## src/common/ipv4_rw_params.svh

```systemverilog
/* IPv4 rewrite header layout */

`ifndef IPV4_RW_PARAMS_SVH
`define IPV4_RW_PARAMS_SVH

`default_nettype none

// Plain 20-byte header as 16-bit words, no options
`define IPV4_RW_HDR_WORDS 4'd10

// Word positions of the touched fields
`define IPV4_RW_TOS_WORD  4'd0      // Version, IHL, DSCP, ECN
`define IPV4_RW_TTL_WORD  4'd4      // TTL upper byte, protocol lower
`define IPV4_RW_CSUM_WORD 4'd5      // Header checksum

`default_nettype wire

`endif

```

## src/common/ipv4_rw_pkg.sv

```systemverilog
/* IPv4 header rewrite types */

`default_nettype none

package ipv4_rw_pkg;

    ////////////////////////////////////////////////////////////
    // Stream and field types

    typedef logic [15:0] hdr_word_t;    // One header word on the stream
    typedef logic [15:0] csum_t;        // Ones' complement checksum or field sum
    typedef logic [3:0]  word_idx_t;    // Word position, saturates at 15
    typedef logic [5:0]  dscp_t;        // DSCP code point

    ////////////////////////////////////////////////////////////
    // Ones' complement arithmetic

    // 16-bit add with end-around carry
    function automatic csum_t ones_add(input csum_t a, input csum_t b);
        logic [16:0] sum;
        sum = {1'b0, a} + {1'b0, b};
        // Carry wraps into bit 0, never overflows twice
        return sum[15:0] + {15'd0, sum[16]};
    endfunction

endpackage

`default_nettype wire

```

## src/hdl/ipv4_checksum_update.sv

```systemverilog
/* RFC 1624 incremental checksum update */

`timescale 1ns/1ps
`default_nettype none

module ipv4_checksum_update (
    input  logic               update_req,          // Clock
    input  logic               arst_n,
    input  logic               csum_req_valid,      // One request per header
    input  ipv4_rw_pkg::csum_t csum_req_old,        // Checksum as received
    input  ipv4_rw_pkg::csum_t csum_req_old_field,  // Sum of old fields
    input  ipv4_rw_pkg::csum_t csum_req_new_field,  // Sum of new fields
    output logic               csum_valid,
    output ipv4_rw_pkg::csum_t new_csum
);

    ////////////////////////////////////////////////////////////
    // Equation 3, HC' = ~(~HC + ~m + m')

    ipv4_rw_pkg::csum_t partial_sum;    // ~HC + ~m
    ipv4_rw_pkg::csum_t full_sum;       // Plus m'
    ipv4_rw_pkg::csum_t new_csum_comb;

    assign partial_sum   = ipv4_rw_pkg::ones_add(~csum_req_old, ~csum_req_old_field);
    assign full_sum      = ipv4_rw_pkg::ones_add(partial_sum, csum_req_new_field);
    assign new_csum_comb = ~full_sum;   // Back to checksum form

    ////////////////////////////////////////////////////////////
    // Result register, one clock after request

    always_ff @(posedge update_req or negedge arst_n) begin
        if (!arst_n) begin
            csum_valid <= 1'b0;
        end else begin
            csum_valid <= csum_req_valid;   // Strobe follows request
        end
    end

    // Hold last value between requests
    always_ff @(posedge update_req) begin
        if (csum_req_valid) begin
            new_csum <= new_csum_comb;
        end
    end

endmodule

`default_nettype wire

```

## src/hdl/ipv4_field_rewrite.sv

```systemverilog
/* IPv4 TTL and DSCP field rewrite */

`timescale 1ns/1ps
`include "ipv4_rw_params.svh"
`default_nettype none

module ipv4_field_rewrite (
    input  logic                   update_req,          // Clock
    input  logic                   arst_n,
    // Input header stream
    input  logic                   in_valid,
    input  logic                   in_sof,              // Word 0 marker
    input  ipv4_rw_pkg::hdr_word_t in_data,
    // Remark config, sampled on word 0
    input  logic                   dscp_remark_en,
    input  ipv4_rw_pkg::dscp_t     dscp_value,
    // Folded checksum update request
    output logic                   csum_req_valid,
    output ipv4_rw_pkg::csum_t     csum_req_old,
    output ipv4_rw_pkg::csum_t     csum_req_old_field,
    output ipv4_rw_pkg::csum_t     csum_req_new_field,
    // Updated checksum, aligned with output word 5
    input  logic                   csum_valid,
    input  ipv4_rw_pkg::csum_t     new_csum,
    // Rewritten stream
    output logic                   out_valid,
    output logic                   out_sof,
    output ipv4_rw_pkg::hdr_word_t out_data,
    output logic                   ttl_expired          // Pulse on output word 4
);

    localparam ipv4_rw_pkg::word_idx_t IDX_SAT = 4'd15;

    ipv4_rw_pkg::word_idx_t word_idx;   // Index expected for next word
    ipv4_rw_pkg::word_idx_t cur_idx;    // Index of word on in_data
    logic                   is_tos;
    logic                   is_ttl;
    logic                   is_csum;
    logic [7:0]             ttl;
    logic                   ttl_zero;
    ipv4_rw_pkg::hdr_word_t tos_new;
    ipv4_rw_pkg::hdr_word_t ttl_new;
    ipv4_rw_pkg::hdr_word_t word_new;   // Word as it leaves
    ipv4_rw_pkg::hdr_word_t tos_old_q;
    ipv4_rw_pkg::hdr_word_t tos_new_q;
    ipv4_rw_pkg::hdr_word_t ttl_old_q;
    ipv4_rw_pkg::hdr_word_t ttl_new_q;
    ipv4_rw_pkg::hdr_word_t data_q;

    ////////////////////////////////////////////////////////////
    // Word counter

    // SOF forces index 0 even mid-header
    assign cur_idx = in_sof ? '0 : word_idx;

    always_ff @(posedge update_req or negedge arst_n) begin
        if (!arst_n) begin
            word_idx <= IDX_SAT;                // Idle until first SOF
        end else if (in_valid) begin
            if (cur_idx < `IPV4_RW_HDR_WORDS - 4'd1) begin
                word_idx <= cur_idx + 4'd1;
            end else begin
                word_idx <= IDX_SAT;            // Past header, options pass through
            end
        end
    end

    assign is_tos  = (cur_idx == `IPV4_RW_TOS_WORD);
    assign is_ttl  = (cur_idx == `IPV4_RW_TTL_WORD);
    assign is_csum = (cur_idx == `IPV4_RW_CSUM_WORD);

    ////////////////////////////////////////////////////////////
    // Field rewrite

    assign ttl      = in_data[15:8];
    assign ttl_zero = (ttl == 8'd0);

    // Keep version, IHL and ECN
    assign tos_new = dscp_remark_en ? {in_data[15:8], dscp_value, in_data[1:0]} : in_data;
    assign ttl_new = ttl_zero ? in_data : {ttl - 8'd1, in_data[7:0]};  // No wrap below zero

    always_comb begin
        word_new = in_data;
        if (is_tos) begin
            word_new = tos_new;
        end else if (is_ttl) begin
            word_new = ttl_new;
        end
    end

    // Old and new field words for the update fold
    always_ff @(posedge update_req) begin
        if (in_valid && is_tos) begin
            tos_old_q <= in_data;
            tos_new_q <= tos_new;
        end
        if (in_valid && is_ttl) begin
            ttl_old_q <= in_data;
            ttl_new_q <= ttl_new;
        end
    end

    ////////////////////////////////////////////////////////////
    // Update request, both fields folded into one

    assign csum_req_valid     = in_valid & is_csum;
    assign csum_req_old       = in_data;                // Checksum word itself
    assign csum_req_old_field = ipv4_rw_pkg::ones_add(tos_old_q, ttl_old_q);
    assign csum_req_new_field = ipv4_rw_pkg::ones_add(tos_new_q, ttl_new_q);

    ////////////////////////////////////////////////////////////
    // Output stage

    always_ff @(posedge update_req or negedge arst_n) begin
        if (!arst_n) begin
            out_valid   <= 1'b0;
            out_sof     <= 1'b0;
            ttl_expired <= 1'b0;
        end else begin
            out_valid   <= in_valid;                     // Gaps kept as is
            out_sof     <= in_valid & in_sof;
            ttl_expired <= in_valid & is_ttl & ttl_zero;
        end
    end

    always_ff @(posedge update_req) begin
        if (in_valid) begin
            data_q <= word_new;
        end
    end

    // Checksum result lands with word 5
    assign out_data = csum_valid ? new_csum : data_q;

endmodule

`default_nettype wire

```

## src/hdl/ipv4_hdr_rewrite_top.sv

```systemverilog
/* IPv4 header rewrite top */

`timescale 1ns/1ps
`default_nettype none

module ipv4_hdr_rewrite_top (
    input  logic                   update_req,      // Clock
    input  logic                   arst_n,
    input  logic                   in_valid,
    input  logic                   in_sof,
    input  ipv4_rw_pkg::hdr_word_t in_data,
    input  logic                   dscp_remark_en,
    input  ipv4_rw_pkg::dscp_t     dscp_value,
    output logic                   out_valid,
    output logic                   out_sof,
    output ipv4_rw_pkg::hdr_word_t out_data,
    output logic                   ttl_expired
);

    ////////////////////////////////////////////////////////////
    // Request and result between the two stages

    logic               csum_req_valid;
    ipv4_rw_pkg::csum_t csum_req_old;
    ipv4_rw_pkg::csum_t csum_req_old_field;
    ipv4_rw_pkg::csum_t csum_req_new_field;
    logic               csum_valid;
    ipv4_rw_pkg::csum_t new_csum;

    // Stream path, counts words and rewrites fields
    ipv4_field_rewrite ipv4_field_rewrite_inst (
        .update_req         (update_req),
        .arst_n             (arst_n),
        .in_valid           (in_valid),
        .in_sof             (in_sof),
        .in_data            (in_data),
        .dscp_remark_en     (dscp_remark_en),
        .dscp_value         (dscp_value),
        .csum_req_valid     (csum_req_valid),
        .csum_req_old       (csum_req_old),
        .csum_req_old_field (csum_req_old_field),
        .csum_req_new_field (csum_req_new_field),
        .csum_valid         (csum_valid),
        .new_csum           (new_csum),
        .out_valid          (out_valid),
        .out_sof            (out_sof),
        .out_data           (out_data),
        .ttl_expired        (ttl_expired)
    );

    // One request per header, answered next clock
    ipv4_checksum_update ipv4_checksum_update_inst (
        .update_req         (update_req),
        .arst_n             (arst_n),
        .csum_req_valid     (csum_req_valid),
        .csum_req_old       (csum_req_old),
        .csum_req_old_field (csum_req_old_field),
        .csum_req_new_field (csum_req_new_field),
        .csum_valid         (csum_valid),
        .new_csum           (new_csum)
    );

endmodule

`default_nettype wire

```

## config.mk

```make
export PLATFORM = sky130hd
export DESIGN_NAME = ipv4_hdr_rewrite_top
export DESIGN_NICKNAME = d
export VERILOG_FILES = /design/src/common/ipv4_rw_pkg.sv /design/src/hdl/ipv4_checksum_update.sv /design/src/hdl/ipv4_field_rewrite.sv /design/src/hdl/ipv4_hdr_rewrite_top.sv
export VERILOG_INCLUDE_DIRS = /design/src /design/src/common
export SDC_FILE = /design/constraint.sdc
export NUM_CORES = 1
export LEC_CHECK = 0
export BUFFER_PORTS_ARGS = -buffer_cell sky130_fd_sc_hd__buf_2
export CORE_MARGIN = 4
export CORE_UTILIZATION = 63
export DETAILED_ROUTE_END_ITERATION = 10
export PLACE_DENSITY_LB_ADDON = 0.3
export SLEW_MARGIN = 0
export SYNTH_ARGS = -nofsm -noshare
export SYNTH_HDL_FRONTEND = slang
export SYNTH_SLANG_ARGS = --single-unit
```

## constraint.sdc

```tcl
create_clock -name update_req -period 10 [get_ports update_req]
set_input_delay 0 -clock update_req [delete_from_list [all_inputs] [get_ports update_req]]
set_output_delay 0 -clock update_req [all_outputs]
set_load 0.05 [all_outputs]
```

* Yosys cells after proc, flatten, opt, wreduce, memory -nomap -nowiden *
Index checks and enable logic that the tools add are counted.

word-level totals
  register bits = 104
  output and inout bits = 19
  word-level logic and storage cells = 42

operators by class
  reduce and logical (&&, ||, !) cells = 4
  muxes and demuxes = 7
  eq/ne operators = 2
  bitwise operators = 7
  magnitude comparators = 1
  add/subtract/negate cells = 10

operators by type and width
  cell                   number
  $add A16 B16 Y17       4
  $add A16 B1 Y16        4
  $mux W16               4
  $not A16 Y16           3
  $eq A4 B3 Y1 const B   2
  $logic_not A8 Y1       1
  $mux W4                2
  $mux W8                1
  $sub A8 B1 Y8 const B  1
  $add A4 B1 Y4 const B  1
  $and A1 B1 Y1          4
  $logic_not A4 Y1       1
  $lt A4 B4 Y1 const B   1
  $logic_and A1 B1 Y1    2

* Depth between registers and ports, before layout *
  depth after elaboration = 8
  depth in mapped cells = 45
  depth with buffers taken out = 44

* Hierarchy *
Synthesis repeated with hierarchy kept, for this count alone.

second synthesis, totals
  cells, all modules = 805
  area total of the unflattened synthesis = 7836.3 um^2

by module, submodules not included
  module                instances  area an instance (um^2)  cells an instance
  ipv4_field_rewrite    1          5104.9                   487
  ipv4_checksum_update  1          2731.4                   318

* Worst setup path before layout *
OpenSTA, ideal clock, no wires.

  path kind = reg2reg
  from = register ipv4_field_rewrite_inst.ttl_new_q[0]
  to = register ipv4_checksum_update_inst.new_csum[12] (data pin)
  data required time = 9.737 ns
  arrival time = 7.670 ns
  stages on the path, launching flop included = 44
  clock period less this slack = 7.933 ns
  setup slack = 2.067 ns
  buffers on the path = 0
  library setup time = 0.263 ns
  cells stage by stage = edfxtp_1 > ha_1 > inv_1 > fa_1 > nor2b_1 > o311a_1 > o21ai_1 > a31oi_1 > a21o_1 > a21o_1 > ha_1 > and3_1 > and3b_1 > xnor2_1 > xnor2_1 > ha_1 > o211ai_1 > nand2_1 > (+8 left out) > and2_1 > xor2_1 > ha_1 > nand3_1 > a211oi_2 > o211ai_2 > o21bai_1 > a21oi_1 > o21bai_1 > a21o_1 > ha_1 > nand2b_1 > or2_2 > nor3b_2 > and2_4 > nand3b_4 > nand2b_1 > xor2_1

between the ends
  longest elaborated chain between the ends = 5

RTL lines
  item                                                   RTL line                    RTL
  start: declaration                                     ipv4_field_rewrite.sv:47    ipv4_rw_pkg::hdr_word_t ttl_new_q;
  start signal: assignment                               ipv4_field_rewrite.sv:99    ttl_new_q <= ttl_new;
  $add A16 B16 Y17                                       ipv4_rw_pkg.sv:21           sum = {1'b0, a} + {1'b0, b};
  $add A16 B1 Y16                                        ipv4_rw_pkg.sv:23           return sum[15:0] + {15'd0, sum[16]};
  $add A16 B16 Y17                                       ipv4_rw_pkg.sv:21
  $add A16 B1 Y16                                        ipv4_rw_pkg.sv:23
  $not A16 Y16                                           ipv4_checksum_update.sv:26  assign new_csum_comb = ~full_sum;
  named net ipv4_checksum_update_inst.new_csum_comb[12]  ipv4_checksum_update.sv:22  ipv4_rw_pkg::csum_t new_csum_comb;
  end signal: assignment                                 ipv4_checksum_update.sv:42  new_csum <= new_csum_comb;
  end: declaration                                       ipv4_checksum_update.sv:14  output ipv4_rw_pkg::csum_t new_csum

The timed path passes the listed nets, and every way through them passes these cells.
A chain may end at the register's enable or synchronous reset.

* Worst setup path after layout *
  from = register ipv4_field_rewrite_inst.tos_new_q[0]
  to = register ipv4_checksum_update_inst.new_csum[15] (data pin)

between the ends
  longest elaborated chain between the ends = 5

RTL lines
  item                                                   RTL line                    RTL
  start: declaration                                     ipv4_field_rewrite.sv:45    ipv4_rw_pkg::hdr_word_t tos_new_q;
  start signal: assignment                               ipv4_field_rewrite.sv:95    tos_new_q <= tos_new;
  $add A16 B16 Y17                                       ipv4_rw_pkg.sv:21
  $add A16 B1 Y16                                        ipv4_rw_pkg.sv:23
  $add A16 B16 Y17                                       ipv4_rw_pkg.sv:21
  $add A16 B1 Y16                                        ipv4_rw_pkg.sv:23
  $not A16 Y16                                           ipv4_checksum_update.sv:26
  named net ipv4_checksum_update_inst.new_csum_comb[15]  ipv4_checksum_update.sv:22

The timed path passes the listed nets, and every way through them passes these cells.

==> flow_summary.ini <==
[layout]
nets = 982
area_growth_syn_to_layout_pct = 11.2
final_common_cell = edfxtp_1
drive_gt1_share_pct = 15.4
final_cell_mix = edfxtp_1 (78), ha_1 (76), xnor2_1 (66)
antenna_cells = 0

[global_routing]
antenna_found_initial = 0
grt_usage_pct = 28.2
grt_pass1_vias = 6631
grt_pass1_wl_um = 32300
grt_overflow = 0
grt_max_degree = 27

[floorplan]
core_area_mm2 = 0.0122
die_h_um = 120
rows = 40
io_pins = 46
die_x_um = 120
dieArea_mm2 = 0.0145
start_util_pct = 65.3

[logic_synthesis]
synthFlopType = edfxtp_1
syn-num-nets = 922
synth-edff-count = 78
synth_seq_cells = 86
synthTopCellsByArea = edfxtp_1 (30%), ha_1 (12%), xnor2_1 (7.3%)
yosysSeqAreaShare_pct = 32.1
syn_inst = 816
yosysTopAreaCellShare_pct = 29.5
async_flop_share_pct = 9.30
synth_top_area_cell = edfxtp_1
ys_types = 87
avgSynthCellArea_um2 = 9.73
synth_area_mm2 = 0.00794
ys_warn_count = 0

[status]
status = completed

[setup_path]
cp-start-kind = flop
path_class = reg -> reg
critPathMostFrequentCell = ha_1
critPathArrivalTime_ps = 9060
ff2ff_path_depth = 43
cp.required_ps = 10100
end_kind = flop
slowest_delay_ps = 490
cp_max_fo = 11
crit_slowest_cell = ha_1

[timing]
timing.hold.ws_ps = 29.0
final.period_utilization_pct = 89.7
finClkSkew_ps = 6.37
finalHoldViolations = 0
relSlewSlack_pct = 29.9
drv_slew = 0
fin_setup_tns_ps = 0
rsz0062_at_grt = false
worst_slack_ps = 1030
max_freq_mhz = 112
tightest_slew_ps = 1050
post-route-min-period_ps = 8970
setup_violations = 0

[detailed_routing]
wl_per_cell_um = 19.0
vias = 6584
antenna_left = 0
firstDrtPassIters = 5
met3_length_um = 913
top_layer_used = met4
wl_met1_um = 8770
drt_iter0_drc = 492
wirelength_um = 19900
vias_per_cell = 6.28
dr_wl_met2_um = 9660
drc_errors = 0

[cts]
htree_levels = 3
cts_buffers = 9
clkTransAtPathRegs_ps = 60
cts_tree = yes
insertion_delay_ps = 350
cts_resized = 0
clock-sinks = 86
postCtsSetupBuffers = 0
hold_buffers = 22
cts_root_buf = clkbuf_16
cts_max_path_buffers = 2

[flow_run]
max-cap-violations = 0

[worst_hold_path]
hold_class = in -> async

[place]
numPortBuffers = 45
gp_congestion = 1.00
pre_cts_ws_ps = 1160
dp_hpwl_um = 15500

[power_and_ir_drop]
p_per_area_mw_per_mm2 = 211
p_leak_nw = 3.50
vdd_ir_drop_max_mv = 0.154
==> worst paths after layout <==
check,start,endpoint,slack [ps]
worst max-delay path,ipv4_field_rewrite_inst.tos_new_q[0],ipv4_checksum_update_inst.new_csum[15],1030
worst min-delay path,arst_n,ipv4_field_rewrite_inst.out_sof,30
worst max register to register,ipv4_field_rewrite_inst.tos_new_q[0],ipv4_checksum_update_inst.new_csum[15],1030
worst min register to register,ipv4_field_rewrite_inst.word_idx[0],ipv4_field_rewrite_inst.word_idx[0],520
max in group asynchronous,arst_n,ipv4_field_rewrite_inst.word_idx[0],9730
min in group update_req,dscp_value[1],ipv4_field_rewrite_inst.tos_new_q[3],60
==> cells by family (layout without fill, tap and decap cells) <==
group | after synthesis | after routing | share of synthesized area (%)
XOR/XNOR | 103 | 103 | 11.5
AND/OR/NAND/NOR | 263 | 263 | 19.3
buffers and inverters | 67 | 132 | 3.66
adder cells (fa/ha/maj) | 79 | 79 | 12.7
multiplexers | 30 | 30 | 4.23
AO/OA/AOI/OAI | 188 | 188 | 16.5
flip-flops | 86 | 86 | 32.1
==> state kept, by name, indices dropped and copies added, names as in the netlist <==
register,cells
ipv4_checksum_update_inst.csum_valid,1
ipv4_checksum_update_inst.new_csum,16
ipv4_field_rewrite_inst.ttl_old_q,8
ipv4_field_rewrite_inst.out_valid,1
ipv4_field_rewrite_inst.tos_old_q,6
ipv4_field_rewrite_inst.data_q,16
ipv4_field_rewrite_inst.word_idx,4
ipv4_field_rewrite_inst.ttl_new_q,16
ipv4_field_rewrite_inst.tos_new_q,16
ipv4_field_rewrite_inst.ttl_expired,1
ipv4_field_rewrite_inst.out_sof,1
==> layout make-up <==
type / count / area, um^2
clock buffers: 10 / 239
multi-input cells: 663 / 5100
inverters: 47 / 176
clock inverters: 6 / 83.8
flip-flops and latches: 86 / 2550
repair buffers: 69 / 468
fillers: 901 / 3330
well taps: 168 / 210
==> Yosys cell counts (14+ instances only) <==
cell	count
xor2_1	36
edfxtp_1	78
xnor2_1	66
o21ai_1	14
a21oi_1	37
o21ai_0	34
a21o_1	20
nor2_1	55
nand3_1	21
inv_1	47
ha_1	76
mux2_2	28
nor3_1	24
nand2_1	45
==> where the power goes <==
| part | switching [mW] | leakage [nW] | internal, mW |
|---|---|---|---|
| combinational | 0.619 | 2.52 | 0.423 |
| clock | 0.140 | 0.163 | 0.225 |
| sequential | 0.00839 | 0.817 | 0.445 |
==> stage by stage <==
step	power (mW)	util, %	instance area [um^2]	cells
floorplan	1.28	-	7940	816
global placement	1.43	68.0	8270	1010
detailed placement	1.46	68.0	8270	1010
CTS	1.84	72.5	8810	1048
global route	1.97	72.6	8830	1049
finish	1.86	72.6	8830	1049
==> critical path: cells and delay by family, from the launching register on <==
kind | cells | cell delay [ps]
AO/OA/AOI/OAI | 17 | 3010
XOR/XNOR | 3 | 330
adder cells (fa/ha/maj) | 8 | 2270
buffers and inverters | 1 | 70
flip-flops | 1 | 340
AND/OR/NAND/NOR | 14 | 2680
==> routing by layer <==
metal  GRT usage, %  vias up
li1               -     3168
met4           11.7        0
met1           35.4     3167
met5              0        -
met2           49.4      207
met3           3.41       42
Note: power is estimated with default switching activity, not from simulation.
